[src/verilog/init_pkg.sv]
package init_pkg;

	// Sequencer states, also used as the code of the failing stage
	typedef enum logic [2:0] {
		STG_IDLE  = 3'd0,
		STG_CHECK = 3'd1,
		STG_LOAD  = 3'd2,
		STG_COMP  = 3'd3,
		STG_RD_ID = 3'd4
	} stage_e;

	// Single-cycle answer of one step
	typedef struct packed {
		logic done;
		logic error;
	} step_status_t;

	// Result record of a whole init run
	typedef struct packed {
		stage_e      fail_stage;
		logic [7:0]  img_len;
		logic [15:0] dev_id;
		logic [15:0] vendor_id;
	} init_status_t;

endpackage

[src/verilog/mem_pkg.sv]
package mem_pkg;

	localparam int RAM_AW    = 6;
	localparam int RAM_DEPTH = 64;
	localparam int FLASH_AW  = 8;

	// Identification word sits in the top flash word
	localparam logic [FLASH_AW-1:0] ID_ADDR = 8'd255;

	localparam logic [15:0] IMG_MAGIC = 16'hB007;
	localparam logic [15:0] VENDOR_ID = 16'h1A5C;

	// Reflected CRC-32, preset to all ones, result inverted
	localparam logic [31:0] CRC_POLY = 32'hEDB88320;

	// Background pattern of the march test
	localparam logic [31:0] MARCH_PAT = 32'h55555555;

	typedef struct packed {
		logic              we;
		logic              re;
		logic [RAM_AW-1:0] addr;
		logic [31:0]       wdata;
	} ram_req_t;

	typedef struct packed {
		logic                rd;
		logic [FLASH_AW-1:0] addr;
	} flash_req_t;

	typedef struct packed {
		logic [15:0] magic;
		logic [7:0]  img_len;
		logic [7:0]  rsvd;
	} img_hdr_t;

	typedef struct packed {
		logic [15:0] vendor;
		logic [15:0] device;
	} ident_t;

	// Flash word 0 reads as a header, the ID word as an ident record
	typedef union packed {
		logic [31:0] raw;
		img_hdr_t    hdr;
		ident_t      ident;
	} boot_word_u;

endpackage

[src/verilog/init_sequencer.sv]
`timescale 1ns/1ps

module init_sequencer (
	input  logic                   sys_clk,
	input  logic                   glbl_rst_n,
	input  logic                   init_start,
	input  init_pkg::step_status_t check_st,
	input  init_pkg::step_status_t load_st,
	input  init_pkg::step_status_t comp_st,
	input  init_pkg::step_status_t id_st,
	input  logic [7:0]             img_len,
	input  mem_pkg::boot_word_u    id_word,
	output logic                   check_en,
	output logic                   load_en,
	output logic                   comp_en,
	output logic                   id_en,
	output logic                   init_ok,
	output logic                   init_fail,
	output init_pkg::init_status_t init_status
);

	init_pkg::stage_e       state;
	init_pkg::step_status_t cur_st;

	// Answer of the step that is running now
	always_comb
	begin
		case (state)
			init_pkg::STG_CHECK: cur_st = check_st;
			init_pkg::STG_LOAD:  cur_st = load_st;
			init_pkg::STG_COMP:  cur_st = comp_st;
			init_pkg::STG_RD_ID: cur_st = id_st;
			default:             cur_st = '0;
		endcase
	end

	////////////////////////////////////////////////////////////////////////////
	// Stage FSM
	////////////////////////////////////////////////////////////////////////////

	always_ff @(posedge sys_clk)
	begin
		if (!glbl_rst_n)
		begin
			state       <= init_pkg::STG_IDLE;
			check_en    <= 1'b0;
			load_en     <= 1'b0;
			comp_en     <= 1'b0;
			id_en       <= 1'b0;
			init_ok     <= 1'b0;
			init_fail   <= 1'b0;
			init_status <= '0;
		end
		else
		begin
			// Enables and results only ever pulse
			check_en  <= 1'b0;
			load_en   <= 1'b0;
			comp_en   <= 1'b0;
			id_en     <= 1'b0;
			init_ok   <= 1'b0;
			init_fail <= 1'b0;
			case (state)
				init_pkg::STG_IDLE:
				begin
					if (init_start)
					begin
						init_status <= '0;
						check_en    <= 1'b1;
						state       <= init_pkg::STG_CHECK;
					end
				end
				init_pkg::STG_CHECK, init_pkg::STG_LOAD, init_pkg::STG_COMP,
				init_pkg::STG_RD_ID:
				begin
					if (cur_st.error)
					begin
						init_fail              <= 1'b1;
						init_status.fail_stage <= state;
						state                  <= init_pkg::STG_IDLE;
					end
					else if (cur_st.done)
					begin
						case (state)
							init_pkg::STG_CHECK:
							begin
								load_en <= 1'b1;
								state   <= init_pkg::STG_LOAD;
							end
							init_pkg::STG_LOAD:
							begin
								comp_en <= 1'b1;
								state   <= init_pkg::STG_COMP;
							end
							init_pkg::STG_COMP:
							begin
								id_en <= 1'b1;
								state <= init_pkg::STG_RD_ID;
							end
							default:
							begin
								// ID read was the last step
								init_ok               <= 1'b1;
								init_status.img_len   <= img_len;
								init_status.dev_id    <= id_word.ident.device;
								init_status.vendor_id <= id_word.ident.vendor;
								state                 <= init_pkg::STG_IDLE;
							end
						endcase
					end
				end
				default: state <= init_pkg::STG_IDLE;
			endcase
		end
	end

endmodule

[src/verilog/ram_march_checker.sv]
`timescale 1ns/1ps

module ram_march_checker (
	input  logic                   sys_clk,
	input  logic                   glbl_rst_n,
	input  logic                   check_en,
	output mem_pkg::ram_req_t      ram_req,
	input  logic [31:0]            ram_rdata,
	output init_pkg::step_status_t check_st
);

	typedef enum logic [2:0] {M_IDLE, M_WR, M_RW, M_RD, M_END} march_e;

	march_e                     state;
	logic [mem_pkg::RAM_AW-1:0] addr;
	logic                       chk_q;
	logic [31:0]                exp_q;
	logic [31:0]                pat;

	// Address byte in all four lanes, over the 55 background
	assign pat = {4{8'(addr)}} ^ mem_pkg::MARCH_PAT;

	always_comb
	begin
		ram_req = '0;
		case (state)
			M_WR:
			begin
				ram_req.we    = 1'b1;
				ram_req.addr  = addr;
				ram_req.wdata = pat;
			end
			M_RW:
			begin
				// Read before write, old word comes back next cycle
				ram_req.we    = 1'b1;
				ram_req.re    = 1'b1;
				ram_req.addr  = addr;
				ram_req.wdata = ~pat;
			end
			M_RD:
			begin
				ram_req.re   = 1'b1;
				ram_req.addr = addr;
			end
			default: ram_req = '0;
		endcase
	end

	always_ff @(posedge sys_clk)
	begin
		if (!glbl_rst_n)
		begin
			state    <= M_IDLE;
			addr     <= '0;
			chk_q    <= 1'b0;
			check_st <= '0;
		end
		else
		begin
			check_st <= '0;
			chk_q    <= 1'b0;
			case (state)
				M_IDLE:
				begin
					addr <= '0;
					if (check_en)
						state <= M_WR;
				end
				M_WR:
				begin
					addr <= addr + 1'b1;
					if (addr == mem_pkg::RAM_DEPTH - 1)
						state <= M_RW;
				end
				M_RW:
				begin
					chk_q <= 1'b1;
					exp_q <= pat;
					addr  <= addr + 1'b1;
					if (addr == mem_pkg::RAM_DEPTH - 1)
						state <= M_RD;
				end
				M_RD:
				begin
					chk_q <= 1'b1;
					exp_q <= ~pat;
					addr  <= addr + 1'b1;
					if (addr == mem_pkg::RAM_DEPTH - 1)
						state <= M_END;
				end
				M_END: state <= M_END;
				default: state <= M_IDLE;
			endcase
			// First mismatch aborts, M_END waits for the last compare
			if (chk_q && ram_rdata != exp_q)
			begin
				check_st.error <= 1'b1;
				chk_q          <= 1'b0;
				state          <= M_IDLE;
			end
			else if (state == M_END)
			begin
				check_st.done <= 1'b1;
				state         <= M_IDLE;
			end
		end
	end

endmodule

[src/verilog/image_loader.sv]
`timescale 1ns/1ps

module image_loader (
	input  logic                   sys_clk,
	input  logic                   glbl_rst_n,
	input  logic                   load_en,
	output mem_pkg::flash_req_t    flash_req,
	input  logic [31:0]            flash_rdata,
	output mem_pkg::ram_req_t      ram_req,
	output logic [7:0]             img_len,
	output init_pkg::step_status_t load_st
);

	typedef enum logic [2:0] {L_IDLE, L_HDR, L_HCHK, L_COPY, L_LAST} load_e;

	load_e                        state;
	logic [mem_pkg::FLASH_AW-1:0] rd_addr;
	logic [mem_pkg::RAM_AW-1:0]   wr_addr_q;
	logic                         wr_vld_q;
	mem_pkg::boot_word_u          hdr_w;

	assign hdr_w = flash_rdata;

	// Header read at word 0, then one image word per cycle
	always_comb
	begin
		flash_req = '0;
		if (state == L_HDR)
			flash_req.rd = 1'b1;
		else if (state == L_COPY)
		begin
			flash_req.rd   = 1'b1;
			flash_req.addr = rd_addr;
		end
	end

	// Returned flash word goes straight into RAM
	always_comb
	begin
		ram_req = '0;
		if (wr_vld_q)
		begin
			ram_req.we    = 1'b1;
			ram_req.addr  = wr_addr_q;
			ram_req.wdata = flash_rdata;
		end
	end

	always_ff @(posedge sys_clk)
	begin
		if (!glbl_rst_n)
		begin
			state    <= L_IDLE;
			rd_addr  <= '0;
			wr_vld_q <= 1'b0;
			img_len  <= '0;
			load_st  <= '0;
		end
		else
		begin
			load_st  <= '0;
			wr_vld_q <= 1'b0;
			case (state)
				L_IDLE: if (load_en) state <= L_HDR;
				L_HDR: state <= L_HCHK;
				L_HCHK:
				begin
					if (hdr_w.hdr.magic != mem_pkg::IMG_MAGIC || hdr_w.hdr.img_len == 8'd0 ||
						hdr_w.hdr.img_len > mem_pkg::RAM_DEPTH - 1)
					begin
						load_st.error <= 1'b1;
						state         <= L_IDLE;
					end
					else
					begin
						img_len <= hdr_w.hdr.img_len;
						rd_addr <= 8'd1;
						state   <= L_COPY;
					end
				end
				L_COPY:
				begin
					// Flash word n lands at RAM n-1, CRC word last
					wr_vld_q  <= 1'b1;
					wr_addr_q <= rd_addr[mem_pkg::RAM_AW-1:0] - 1'b1;
					rd_addr   <= rd_addr + 1'b1;
					if (rd_addr == img_len + 8'd1)
						state <= L_LAST;
				end
				L_LAST:
				begin
					load_st.done <= 1'b1;
					state        <= L_IDLE;
				end
				default: state <= L_IDLE;
			endcase
		end
	end

endmodule

[src/verilog/crc32_checker.sv]
`timescale 1ns/1ps

module crc32_checker (
	input  logic                   sys_clk,
	input  logic                   glbl_rst_n,
	input  logic                   comp_en,
	input  logic [7:0]             img_len,
	output mem_pkg::ram_req_t      ram_req,
	input  logic [31:0]            ram_rdata,
	output init_pkg::step_status_t comp_st
);

	typedef enum logic [1:0] {C_IDLE, C_RUN, C_WAIT} crc_e;

	crc_e                       state;
	logic [mem_pkg::RAM_AW-1:0] addr;
	logic                       vld_q;
	logic                       last_q;
	logic [31:0]                crc;

	// Bit 0 first, which is LSB byte first with each byte LSB first
	function automatic logic [31:0] crc32_word(input logic [31:0] c_in, input logic [31:0] d);
		logic [31:0] c;
		c = c_in;
		for (int i = 0; i < 32; i++)
			c = (c[0] ^ d[i]) ? ((c >> 1) ^ mem_pkg::CRC_POLY) : (c >> 1);
		return c;
	endfunction

	always_comb
	begin
		ram_req = '0;
		if (state == C_RUN)
		begin
			ram_req.re   = 1'b1;
			ram_req.addr = addr;
		end
	end

	always_ff @(posedge sys_clk)
	begin
		if (!glbl_rst_n)
		begin
			state   <= C_IDLE;
			addr    <= '0;
			vld_q   <= 1'b0;
			last_q  <= 1'b0;
			comp_st <= '0;
		end
		else
		begin
			comp_st <= '0;
			vld_q   <= 1'b0;
			case (state)
				C_IDLE:
				begin
					addr <= '0;
					crc  <= '1;
					if (comp_en)
						state <= C_RUN;
				end
				C_RUN:
				begin
					// Word img_len holds the stored CRC
					vld_q  <= 1'b1;
					last_q <= (8'(addr) == img_len);
					addr   <= addr + 1'b1;
					if (8'(addr) == img_len)
						state <= C_WAIT;
				end
				C_WAIT: state <= C_WAIT;
				default: state <= C_IDLE;
			endcase
			if (vld_q && !last_q)
				crc <= crc32_word(crc, ram_rdata);
			if (vld_q && last_q)
			begin
				if (ram_rdata == ~crc)
					comp_st.done <= 1'b1;
				else
					comp_st.error <= 1'b1;
				state <= C_IDLE;
			end
		end
	end

endmodule

[src/verilog/id_reader.sv]
`timescale 1ns/1ps

module id_reader (
	input  logic                   sys_clk,
	input  logic                   glbl_rst_n,
	input  logic                   id_en,
	output mem_pkg::flash_req_t    flash_req,
	input  logic [31:0]            flash_rdata,
	output mem_pkg::boot_word_u    id_word,
	output init_pkg::step_status_t id_st
);

	typedef enum logic [1:0] {I_IDLE, I_RD, I_CHK} id_e;

	id_e                 state;
	mem_pkg::boot_word_u rd_w;

	assign rd_w = flash_rdata;

	always_comb
	begin
		flash_req = '0;
		if (state == I_RD)
		begin
			flash_req.rd   = 1'b1;
			flash_req.addr = mem_pkg::ID_ADDR;
		end
	end

	always_ff @(posedge sys_clk)
	begin
		if (!glbl_rst_n)
		begin
			state <= I_IDLE;
			id_st <= '0;
		end
		else
		begin
			id_st <= '0;
			case (state)
				I_IDLE: if (id_en) state <= I_RD;
				I_RD: state <= I_CHK;
				I_CHK:
				begin
					// Word is kept even on a vendor mismatch
					id_word.raw <= flash_rdata;
					if (rd_w.ident.vendor != mem_pkg::VENDOR_ID)
						id_st.error <= 1'b1;
					else
						id_st.done <= 1'b1;
					state <= I_IDLE;
				end
				default: state <= I_IDLE;
			endcase
		end
	end

endmodule

[src/verilog/mem_port_mux.sv]
`timescale 1ns/1ps

module mem_port_mux (
	input  logic                sys_clk,
	input  logic                glbl_rst_n,
	input  mem_pkg::ram_req_t   march_ram,
	input  mem_pkg::ram_req_t   load_ram,
	input  mem_pkg::ram_req_t   crc_ram,
	input  mem_pkg::flash_req_t load_flash,
	input  mem_pkg::flash_req_t id_flash,
	output mem_pkg::ram_req_t   ram_req,
	output mem_pkg::flash_req_t flash_req
);

	// RAM owner 0 march, 1 loader, 2 CRC; flash owner 0 loader, 1 ID
	logic [1:0] ram_sel;
	logic [1:0] ram_sel_q;
	logic       flash_sel;
	logic       flash_sel_q;
	logic       ram_act;
	logic       flash_act;

	always_comb
	begin
		ram_act = march_ram.we | march_ram.re | load_ram.we | load_ram.re |
			crc_ram.we | crc_ram.re;
		if (march_ram.we | march_ram.re)
			ram_sel = 2'd0;
		else if (load_ram.we | load_ram.re)
			ram_sel = 2'd1;
		else if (crc_ram.we | crc_ram.re)
			ram_sel = 2'd2;
		else
			ram_sel = ram_sel_q;
		case (ram_sel)
			2'd0:    ram_req = march_ram;
			2'd1:    ram_req = load_ram;
			default: ram_req = crc_ram;
		endcase
		// No strobe means nothing reaches the RAM
		if (!ram_act)
			ram_req = '0;
	end

	always_comb
	begin
		flash_act = load_flash.rd | id_flash.rd;
		if (load_flash.rd)
			flash_sel = 1'b0;
		else if (id_flash.rd)
			flash_sel = 1'b1;
		else
			flash_sel = flash_sel_q;
		flash_req = flash_sel ? id_flash : load_flash;
		if (!flash_act)
			flash_req = '0;
	end

	// Owner of the last access, held while its read data returns
	always_ff @(posedge sys_clk)
	begin
		if (!glbl_rst_n)
		begin
			ram_sel_q   <= 2'd0;
			flash_sel_q <= 1'b0;
		end
		else
		begin
			ram_sel_q   <= ram_sel;
			flash_sel_q <= flash_sel;
		end
	end

endmodule

[src/verilog/boot_init_top.sv]
`timescale 1ns/1ps

module boot_init_top (
	input  logic                   sys_clk,
	input  logic                   glbl_rst_n,
	input  logic                   init_start,
	output logic                   init_ok,
	output logic                   init_fail,
	output init_pkg::init_status_t init_status,
	output mem_pkg::flash_req_t    flash_req,
	input  logic [31:0]            flash_rdata,
	output mem_pkg::ram_req_t      ram_req,
	input  logic [31:0]            ram_rdata
);

	logic                   check_en;
	logic                   load_en;
	logic                   comp_en;
	logic                   id_en;
	init_pkg::step_status_t check_st;
	init_pkg::step_status_t load_st;
	init_pkg::step_status_t comp_st;
	init_pkg::step_status_t id_st;
	logic [7:0]             img_len;
	mem_pkg::boot_word_u    id_word;
	mem_pkg::ram_req_t      march_ram;
	mem_pkg::ram_req_t      load_ram;
	mem_pkg::ram_req_t      crc_ram;
	mem_pkg::flash_req_t    load_flash;
	mem_pkg::flash_req_t    id_flash;

	init_sequencer u_seq (
		.sys_clk(sys_clk), .glbl_rst_n(glbl_rst_n), .init_start(init_start),
		.check_st(check_st), .load_st(load_st), .comp_st(comp_st), .id_st(id_st),
		.img_len(img_len), .id_word(id_word),
		.check_en(check_en), .load_en(load_en), .comp_en(comp_en), .id_en(id_en),
		.init_ok(init_ok), .init_fail(init_fail), .init_status(init_status)
	);

	////////////////////////////////////////////////////////////////////////////
	// Init steps
	////////////////////////////////////////////////////////////////////////////

	ram_march_checker u_march (
		.sys_clk(sys_clk), .glbl_rst_n(glbl_rst_n), .check_en(check_en),
		.ram_req(march_ram), .ram_rdata(ram_rdata), .check_st(check_st)
	);

	image_loader u_load (
		.sys_clk(sys_clk), .glbl_rst_n(glbl_rst_n), .load_en(load_en),
		.flash_req(load_flash), .flash_rdata(flash_rdata), .ram_req(load_ram),
		.img_len(img_len), .load_st(load_st)
	);

	crc32_checker u_crc (
		.sys_clk(sys_clk), .glbl_rst_n(glbl_rst_n), .comp_en(comp_en),
		.img_len(img_len), .ram_req(crc_ram), .ram_rdata(ram_rdata), .comp_st(comp_st)
	);

	id_reader u_id (
		.sys_clk(sys_clk), .glbl_rst_n(glbl_rst_n), .id_en(id_en),
		.flash_req(id_flash), .flash_rdata(flash_rdata), .id_word(id_word), .id_st(id_st)
	);

	// Single RAM and flash port shared by all steps
	mem_port_mux u_mux (
		.sys_clk(sys_clk), .glbl_rst_n(glbl_rst_n),
		.march_ram(march_ram), .load_ram(load_ram), .crc_ram(crc_ram),
		.load_flash(load_flash), .id_flash(id_flash),
		.ram_req(ram_req), .flash_req(flash_req)
	);

endmodule

[config.mk]
export PLATFORM = sky130hd
export DESIGN_NAME = boot_init_top
export DESIGN_NICKNAME = d
export VERILOG_FILES = /design/src/verilog/init_pkg.sv /design/src/verilog/mem_pkg.sv /design/src/verilog/init_sequencer.sv /design/src/verilog/ram_march_checker.sv /design/src/verilog/image_loader.sv /design/src/verilog/crc32_checker.sv /design/src/verilog/id_reader.sv /design/src/verilog/mem_port_mux.sv /design/src/verilog/boot_init_top.sv
export SDC_FILE = /design/constraint.sdc
export NUM_CORES = 1
export LEC_CHECK = 0
export ABC_AREA = 0
export BUFFER_PORTS_ARGS = -buffer_cell sky130_fd_sc_hd__buf_2
export CAP_MARGIN = 20
export CORE_MARGIN = 2
export CORE_UTILIZATION = 40
export DETAILED_ROUTE_END_ITERATION = 6
export GPL_ROUTABILITY_DRIVEN = 0
export GPL_TIMING_DRIVEN = 0
export PLACE_DENSITY_LB_ADDON = 0.25
export SYNTH_ARGS = -nofsm -noshare
export SYNTH_HDL_FRONTEND = slang
export SYNTH_SLANG_ARGS = --single-unit
[constraint.sdc]
create_clock -name sys_clk -period 4.55 [get_ports sys_clk]
set_input_delay 0 -clock sys_clk [delete_from_list [all_inputs] [get_ports sys_clk]]
set_output_delay 0 -clock sys_clk [all_outputs]
set_load 0.005 [all_outputs]
# Word level (Yosys, flattened, before mapping)

Cells that the tools add are included.

Flip-flop bits (word level): 207
Bits in latches: 0
RAM bits: 0
Memory bits (read-only): 0
Input port bits: 67
Output and inout port bits: 94
Logic and storage cells: 303
Memories: 0

$add $sub $neg: 5
Multiply operators: 0
Div/mod/pow operators: 0
$lt $le $gt $ge: 1
Equal/unequal tests: 40
Shift-type cells: 0
Multiplexer cells: 101
Bitwise operators: 75
Reductions and logical operators: 44

Operators with widths:

| cell                 | count |
|---|---|
| $mux 32              | 34 |
| $not 13->14          | 32 |
| $mux 40              | 4 |
| $pmux 32 s2          | 2 |
| $pmux 43 s2          | 1 |
| $pmux 40 s2          | 1 |
| $mux 43              | 1 |
| $mux 38              | 1 |
| $mux 9               | 4 |
| $eq 32x32->1         | 1 |
| $ne 32x32->1         | 1 |
| $not 31->32          | 1 |
| $not 32->32          | 1 |
| $xor 1x1->1          | 32 |
| $mux 3               | 10 |
| $reduce_and 2->1     | 13 |
| $pmux 3 s4           | 2 |
| $pmux 6 s2           | 2 |
| $mux 1               | 22 |
| $ne 2x2->1 const B   | 10 |
| $eq 3x2->1 const B   | 6 |
| $add 8x1->8 const B  | 2 |
| $mux 8               | 2 |
| $ne 16x13->1 const B | 1 |
| 38 further kinds     | 80 |

# Logic depth before layout (Yosys ltp)

Gate-level depths: netlist of the first run.

Depth in word-level cells: 65
Mapped depth: 10
Depth with buffers taken out: 10

# By module

A second synthesis of the first run with hierarchy kept.

Cells, all modules: 1160
Area total of the unflattened synthesis: 12495.7 um2

Modules (own cells, without submodules):

| module            | instances | cells an instance | area each (um2) | sequential area each (um2) |
|---|---|---|---|---|
| crc32_checker     | 1         | 468               | 5330.1          | 1201.2 |
| init_sequencer    | 1         | 154               | 1835.5          | 1041.0 |
| image_loader      | 1         | 210               | 1756.7          | 620.6 |
| ram_march_checker | 1         | 146               | 1317.5          | 480.5 |
| id_reader         | 1         | 56                | 1208.7          | 1041.0 |
| mem_port_mux      | 1         | 126               | 1047.3          | 40.0 |

# Worst setup path before layout of the first run

Ideal clock, no wire load.

Path type: flip-flop to flip-flop
Start point: register u_crc.crc[5]
End point: register u_crc.crc[14] (data pin)
Library setup time: 0.268 ns
Arrival time: 3.327 ns
Data required time: 4.282 ns
Slack: 0.955 ns
Cell stages (with the launch flop): 10
Path buffers: 0
Clock period less this slack: 3.595 ns
Cell sequence: edfxtp_1 -> xnor2_1 -> xnor3_1 -> xnor3_2 -> xnor2_2 -> xor2_2 -> xor3_1 -> xnor2_1 -> xnor2_1 -> nand2_1

Longest elaborated chain between the ends: 46
Elaborated cells on any way between the ends: 63
Classes of those cells: 33 x mux; 30 x bitwise

Ends and longest elaborated chain:

| item                                                 | RTL line            | RTL |
|---|---|---|
| start, declared                                      | crc32_checker.sv:19 | `logic [31:0] crc;` |
| start signal, assigned                               | crc32_checker.sv:75 | `crc <= crc32_word(crc, ram_rdata);` |
| $mux 32 (*) (5 in series)                            | crc32_checker.sv:26 | `c = (c[0] ^ d[i]) ? ((c >> 1) ^ mem_pkg::CRC_POLY) : (c >> 1);` |
| $xor 1x1->1 (*)                                      | crc32_checker.sv:26 |  |
| $mux 32 (*) (3 in series)                            | crc32_checker.sv:26 |  |
| $not 13->14 (no line) or $mux 32 (tied branches)     | n/a                 |  |
| $mux 32 (*) (6 in series)                            | crc32_checker.sv:26 |  |
| $xor 1x1->1 or $mux 32 (tied branches)               | crc32_checker.sv:26 |  |
| $mux 32 (*)                                          | crc32_checker.sv:26 |  |
| $not 13->14 (no line) or $xor 1x1->1 (tied branches) | n/a                 |  |
| (+15 left out)                                       | n/a                 |  |
| $mux 32 (*)                                          | crc32_checker.sv:26 |  |
| $not 13->14 (no line)                                | n/a                 |  |
| $mux 32 (*)                                          | crc32_checker.sv:26 |  |
| $not 13->14 (no line)                                | n/a                 |  |
| $mux 32 (*) (4 in series)                            | crc32_checker.sv:26 |  |
| $not 13->14 (no line)                                | n/a                 |  |
| $mux 32 (*) (2 in series)                            | crc32_checker.sv:26 |  |
| $mux 32 (*)                                          | crc32_checker.sv:74 | `if (vld_q && !last_q)` |

Mark *: on every way between the ends. The rest lies on a longest branch, timed or not.
A chain may end at the register's enable or synchronous reset.

# Final worst setup path of the first run

Ends and elaborated chain as after synthesis.

==> flow_summary.toml, run 1 <==
[outcome]
status = "completed"

[detailed_routing]
num_vias = 9657
totalWireLength_mm = 34.6
wl_per_cell_um = 19.1
drt_first_iter_violations = 697
drc_errors = 0
ant_nets = 0
via_per_inst = 5.33
firstDrtPassIters = 5

[die]
die_area_mm2 = 0.0302
rows = 62
start_util = 0.404
die_height_um = 174
die_x_um = 174
coreArea_mm2 = 0.0285
io-pin-count = 161

[finish]
mostFrequentLayoutCell = "xnor2_1"
nNetsFinal = 1489
n_fill_cell = 2731
layout-drive-gt1-share = 0.167
final_cells = 1811
layout_common_cells = "xnor2_1, buf_2, nand2_1"
areaGrowthSynthToFinish_pct = 19.9
n_antenna_cell = 0

[synth]
synth.distinct_cells = 56
synth-simple-area-share = 0.157
synthAdderAreaFrac = 0.00954
syn_area_per_cell_um2 = 9.61
ys_seq_elements = 180
synth_top_family_by_area = "XOR/XNOR gates"
synth_edf_count = 78
synth_top_area_frac = 0.203
synth.area.mux_share = 0.0123
syn_nets = 1276
yosys.area_share.xor_xnor = 0.305
syn_area_mm2 = 0.0115
synth_compound_area_frac = 0.108
syn_inst = 1201
synth_top_flop_cell = "dfxtp_1"
ys_async_sr_fraction = 0
synthTopCellsByArea = "edfxtp_1, dfxtp_1, xnor2_1"
ys_warn_count = 0
yosys.area.top_type = "edfxtp_1"
seq_area_frac_synth = 0.380

[clocking]
postCtsSetupBuffers = 0
cts_tree = "yes"
numCtsBuffers = 17
cts_root_buffer = "clkbuf_16"
insertion_delay_ns = 0.45
cts_sinks = 180
htreeDepth = 4
clkTransAtPathRegs_ns = 0.08
cts_buffer_depth = 2
cts_resized = 0

[sta]
rsz0062_at_grt = "false"
setup-tns-final_ns = 0
max_slew_margin = 0.394
finalCritPeriodShare = 0.954
hold_viol = 0
worst_pin_slew_ns = 0.903
clock_skew_ns = 0.0159
setup-violations-final = 0
period_minus_slack_ns = 4.34
timing.fmax_mhz = 230
slew_viol_final = 0
whs_ns = 0.0841

[place]
io_buffers = 159
dp_hpwl_mm = 26.2
dp_cells = 1746

[setup_path]
cp.required_ns = 4.70
r2r_start = "u_crc.crc[5]"
reg2reg_depth = 9
worstPathMaxFanout = 6
start_kind = "register"
cp_top_family = "XOR/XNOR gates"
worst_r2r_endpoint = "u_crc.crc[14]"
slowest_delay_ns = 0.69
r2r_setup_slack_ns = 0.21
path_class = "reg2reg"
cp_slowest_cell = "xnor2_1"
worstSetupStartpoint = "u_crc.crc[5]"
cp_cell_sequence = "xnor2_1 > xnor3_1 > xnor3_2 > xnor2_2 > xor2_2 > xor3_1 > xnor2_1 > xnor2_1 > nand2_1"
crit_top_cell = "xnor2_1"
crit_arrival_ns = 4.49
critPathBufInv = 0
endpoint_kind = "register"

[grt]
antenna_found_initial = 0
globalRoute.totalOverflow = 0
grt_pass1_wl_mm = 53.6
grt_usage = 0.229
grt_max_degree = 26
first_global_vias = 9264

[min_path]
holdPathEnd = "u_id.id_st[1]"
min_path_cells = 3
holdCritPathClass = "in2reg"
min-delay-start = "glbl_rst_n"

[power_and_ir_drop]
cellPowerDensity_mw_per_mm2 = 655
peakVddDrop_mv = 0.556
p_leak_uw = 0.00543
finalPower_uw = 9070

[job]
cap_viol_max_count = 0
worst reg2reg max path, cell delays in order, from the launching register on:
cell and delay, ns:
edfxtp_1 0.42, xnor2_1 0.69, xnor3_1 0.56, xnor3_2 0.53, xnor2_2 0.47, xor2_2 0.42
xor3_1 0.55, xnor2_1 0.20, xnor2_1 0.14, nand2_1 0.09
synth_stat cells (5+ instances only):
cell,instances
xnor2_1,167
ha_1,8
a21o_1,6
nor2_1,91
xnor3_2,6
xnor2_4,8
inv_1,15
and3_1,25
edfxtp_1,78
nand3_1,59
nor4_1,11
nor3_1,24
nand4_1,6
mux2i_1,13
nand2_1,136
o21ai_0,61
or4_1,6
xor2_1,45
o22ai_1,6
xnor3_1,33
nand2b_1,5
xnor2_2,21
a31oi_1,10
a21oi_1,132
buf_1,5
dfxtp_1,102
and2_1,5
nor2b_1,6
clkbuf_1,63
layer usage:
layer | global-route usage | up-vias | share of wire
li1 | - | 4585 | -
met1 | 0.314 | 4674 | 0.44
met2 | 0.370 | 350 | 0.46
met3 | 0.0421 | 48 | 0.067
met4 | 0.0679 | 0 | 0.024
met5 | 0 | - | 0
flip-flops by register name, summed over array words and instances, names as in the netlist, 3 cells and up:
signal and cells:
u_seq.init_status 43, u_load.img_len 8, u_crc.crc 32, u_march.addr 6
u_load.wr_addr_q 6, u_load.rd_addr 8, u_crc.addr 6, u_march.state 3
u_seq.state 3, u_march.exp_q 8, u_load.state 3, u_id.id_word 32
stage by stage:
step	utilization	setup slack, ns	instance area [um^2]
2_1_floorplan	-	0.955	11500
3_3_place_gp	0.449	0.244	12800
3_5_place_dp	0.451	0.260	12900
4_1_cts	0.485	0.230	13800
5_1_grt	0.485	0.112	13800
6_report	0.485	0.211	13800
what timing repair did:
item	4_1_cts	5_1_grt
hold buffers	33	0
endpoints found under the setup margin	0	0
endpoints found under the hold margin	41	0
where the power goes:
group	leakage [uW]	internal [uW]	switching, uW	total (uW)
Sequential	0.00145	1690	5.56	1690
Clock	0.000304	802	762	1560
Combinational	0.00368	2940	2880	5810
final cells by class:
type / instances / area, um^2 / area share
multi-input cells: 935 / 6840 / 0.494
flip-flops and latches: 180 / 4380 / 0.317
repair buffers: 194 / 1180 / 0.0853
well taps: 384 / 480 / 0.0347
clock buffers: 17 / 425 / 0.0307
plain buffers: 69 / 267 / 0.0193
clock inverters: 15 / 203 / 0.0146
inverters: 17 / 63.8 / 0.00461
how the worst max path moves through the flow:
stage | end | slack [ns] | cells after the start
2_1_floorplan | u_crc.crc[14] | 0.96 | 9
3_3_place_gp | u_crc.crc[14] | 0.24 | 9
3_5_place_dp | u_crc.crc[14] | 0.26 | 9
4_1_cts | u_crc.crc[14] | 0.23 | 9
5_1_grt | u_crc.crc[14] | 0.11 | 9
6_report | u_crc.crc[14] | 0.21 | 9
cell families (layout without fill, tap and decap cells):
kind of cell,count (synthesis),after routing
buffers and inverters,86,312
multiplexers,14,14
AO/OA/AOI/OAI,231,231
XOR/XNOR,290,290
adder cells (fa/ha/maj),9,9
AND/OR/NAND/NOR,391,391
flip-flops,180,180
Power figures use the tool's default switching activity.
==> run 2, diff against run 1 <==
--- a/config.mk
+++ b/config.mk
@@ -16,4 +16,5 @@
 export PLACE_DENSITY_LB_ADDON = 0.25
 export SYNTH_ARGS = -nofsm -noshare
 export SYNTH_HDL_FRONTEND = slang
+export SYNTH_HIERARCHICAL = 1
 export SYNTH_SLANG_ARGS = --single-unit
==> flow_summary.toml, run 2 <==
[synth]
ys_warn_count = 6
syn_area_per_cell_um2 = 10.8
synth_top_flop_cell = "dfxtp_1"
synth_top_area_frac = 0.187
syn_area_mm2 = 0.0125
ys_seq_elements = 182
seq_area_frac_synth = 0.354
synthTopCellsByArea = "edfxtp_1, dfxtp_1, xnor2_1"
synthMostInstantiatedCell = "xnor2_1"
synth_edf_count = 78
syn_inst = 1160
synth.distinct_cells = 82
ys_async_sr_fraction = 0
yosys.area.top_type = "edfxtp_1"
synth_common_cells = "xnor2_1, dfxtp_1, edfxtp_1, nand2_1, buf_4"

[grt]
met1_usage = 0.312
grtUsageMet2 = 0.340
antenna_found_initial = 0
grt_busiest_layer = "met2"
globalRoute.totalOverflow = 0
grt_usage = 0.218
first_global_vias = 9294
grt_max_degree = 33
grt_util_met3 = 0.0349
grt_pass1_wl_mm = 55.0

[power_and_ir_drop]
seq_power_share = 0.136
power_switching_uw = 5510
cellPowerDensity_mw_per_mm2 = 853
internal-power_uw = 7220
comb_power_share = 0.740
sw_frac_of_total = 0.433
power.share.clock = 0.125
peakVddDrop_mv = 0.946
p_leak_uw = 0.00624

[outcome]
status = "completed"

[sta]
slew_viol_final = 0
fin_ws_ns = 0.478
clock_skew_ns = 0.0265
finalCritPeriodShare = 0.895
worst_pin_slew_ns = 0.986
period_minus_slack_ns = 4.07
rsz0062_at_grt = "false"
setup-violations-final = 0
setup-tns-final_ns = 0
timing.fmax_mhz = 246
whs_ns = 0.208
max_slew_margin = 0.334
hold_viol = 0

[finish]
layout-drive-gt1-share = 0.261
finalInstanceArea_mm2 = 0.0149
n_fill_cell = 2834
top_regs = "u_seq/init_status x43, u_crc/crc x32, u_id/id_word x32"
layout_common_cells = "xnor2_1, buf_2, dfxtp_1"
regMostFlops = "u_seq/init_status"
n_antenna_cell = 0
nNetsFinal = 1482
areaGrowthSynthToFinish_pct = 19.4
final_cells = 1815
largest_reg_flops = 43
regArea_mm2 = 0.00442
mostFrequentLayoutCell = "xnor2_1"
multi_input_area_mm2 = 0.00729

[job]
cap_viol_max_count = 0

[setup_path]
cp.required_ns = 4.73
cp_cell_sequence = "xnor2_4 > xnor3_2 > xor2_2 > xnor3_2 > xnor2_2 > xnor2_2 > xnor2_1 > nor2_1 > nand3b_1"
worstPathMaxFanout = 6
endpoint_kind = "register"
path_class = "reg2reg"
start_kind = "register"
slowest_delay_ns = 0.63
cp_top_family = "XOR/XNOR gates"
cp_slowest_cell = "xnor3_2"
critPathBufInv = 0
crit_arrival_ns = 4.26

[detailed_routing]
drt_first_iter_violations = 740
wl_per_cell_um = 19.3
drc_errors = 0
num_vias = 9375
via_per_inst = 5.17
totalWireLength_mm = 35.0
firstDrtPassIters = 5
ant_nets = 0

[die]
die_x_um = 181
die_area_mm2 = 0.0327
coreArea_mm2 = 0.0307
rows = 64
io-pin-count = 161
start_util = 0.407
die_height_um = 181

[min_path]
holdCritPathClass = "in2reg"

[clocking]
cts_tree = "yes"
htreeDepth = 4
postCtsSetupBuffers = 0
insertion_delay_ns = 0.46
clkTransAtPathRegs_ns = 0.08
cts_sinks = 182
numCtsBuffers = 17
cts_root_buffer = "clkbuf_16"
holdBufCountCts = 34
cts_buffer_depth = 2
cts_resized = 0

[place]
pre_cts_ws_ns = 0.500
dp_hpwl_mm = 26.6
dpl_cell_area_mm2 = 0.0139
dp_cells = 1749
io_buffers = 160
-- run 2: cell count changes after synthesis, moves of 29 or more --
cell      before  now
o21ai_0       61   17
nand3_1       59   16
nor2_1        91   42
a21o_1         6   38
a21oi_1      132    9
a22o_1         0   48
buf_4          0   70
and2_1         5   55
clkbuf_1      63   29
nand2_1      136   74
xnor2_1      167  201
o221a_1        0   29
-- run 2: cell type report --
type                    instances  area share
multi-input cells             867       0.489
flip-flops and latches        182       0.296
repair buffers                195      0.0783
plain buffers                 123      0.0551
well taps                     396      0.0332
clock buffers                  17      0.0285
clock inverters                15      0.0146
inverters                      20     0.00520
-- run 2: power by group through the flow --
| stage | Combinational [uW] | Sequential [uW] | Clock (uW) |
|---|---|---|---|
| finish | 9420 | 1730 | 1590 |
| global route | 10100 | 1730 | 1690 |
| CTS | 9360 | 1730 | 1630 |
| detailed placement | 9290 | 1770 | 0 |
| global placement | 9170 | 1770 | 0 |
| floorplan | 7780 | 1760 | 0 |
-- run 2: cell families after synthesis --
| family | synth area share |
|---|---|
| AOI/OAI and AO/OA | 0.126 |
| adders and majority gates | 0.00901 |
| other | 0.000601 |
| and+or+nand+nor | 0.139 |
| muxes | 0.0158 |
| xor gates and xnor gates | 0.284 |
| DFF | 0.354 |
| buffers and inverters | 0.0720 |
-- run 2: worst paths after layout --
path | cells past startpoint | from | to | slack [ns]
worst max-delay path | 9 | u_crc/crc[4] | u_crc/crc[6] | 0.48
worst min-delay path | 5 | ram_rdata[26] | u_crc/comp_st[1] | 0.21
worst max register to register | 9 | u_crc/crc[4] | u_crc/crc[6] | 0.48
worst min register to register | 1 | u_id/id_word[7] | u_seq/init_status[23] | 0.46
-- run 2: worst reg2reg max path, cell delays in order, from the launching register on --
cell      delay [ns]
edfxtp_1        0.46
xnor2_4         0.38
xnor3_2         0.60
xor2_2          0.38
xnor3_2         0.63
xnor2_2         0.21
xnor2_2         0.25
xnor2_1         0.59
nor2_1          0.10
nand3b_1        0.20
-- run 2: metal layers --
layer | up-vias | routed length (um)
li1 | 4492 | -
met1 | 4574 | 16500
met2 | 267 | 15900
met3 | 42 | 1870
met4 | 0 | 758
met5 | - | 0
-- run 2: through the flow --
| stage | power (uW) | utilization |
|---|---|---|
| detailed placement | 11100 | 0.455 |
| floorplan | 9550 | - |
| finish | 12700 | 0.487 |
| global route | 13500 | 0.487 |
| CTS | 12700 | 0.487 |
| global placement | 10900 | 0.454 |
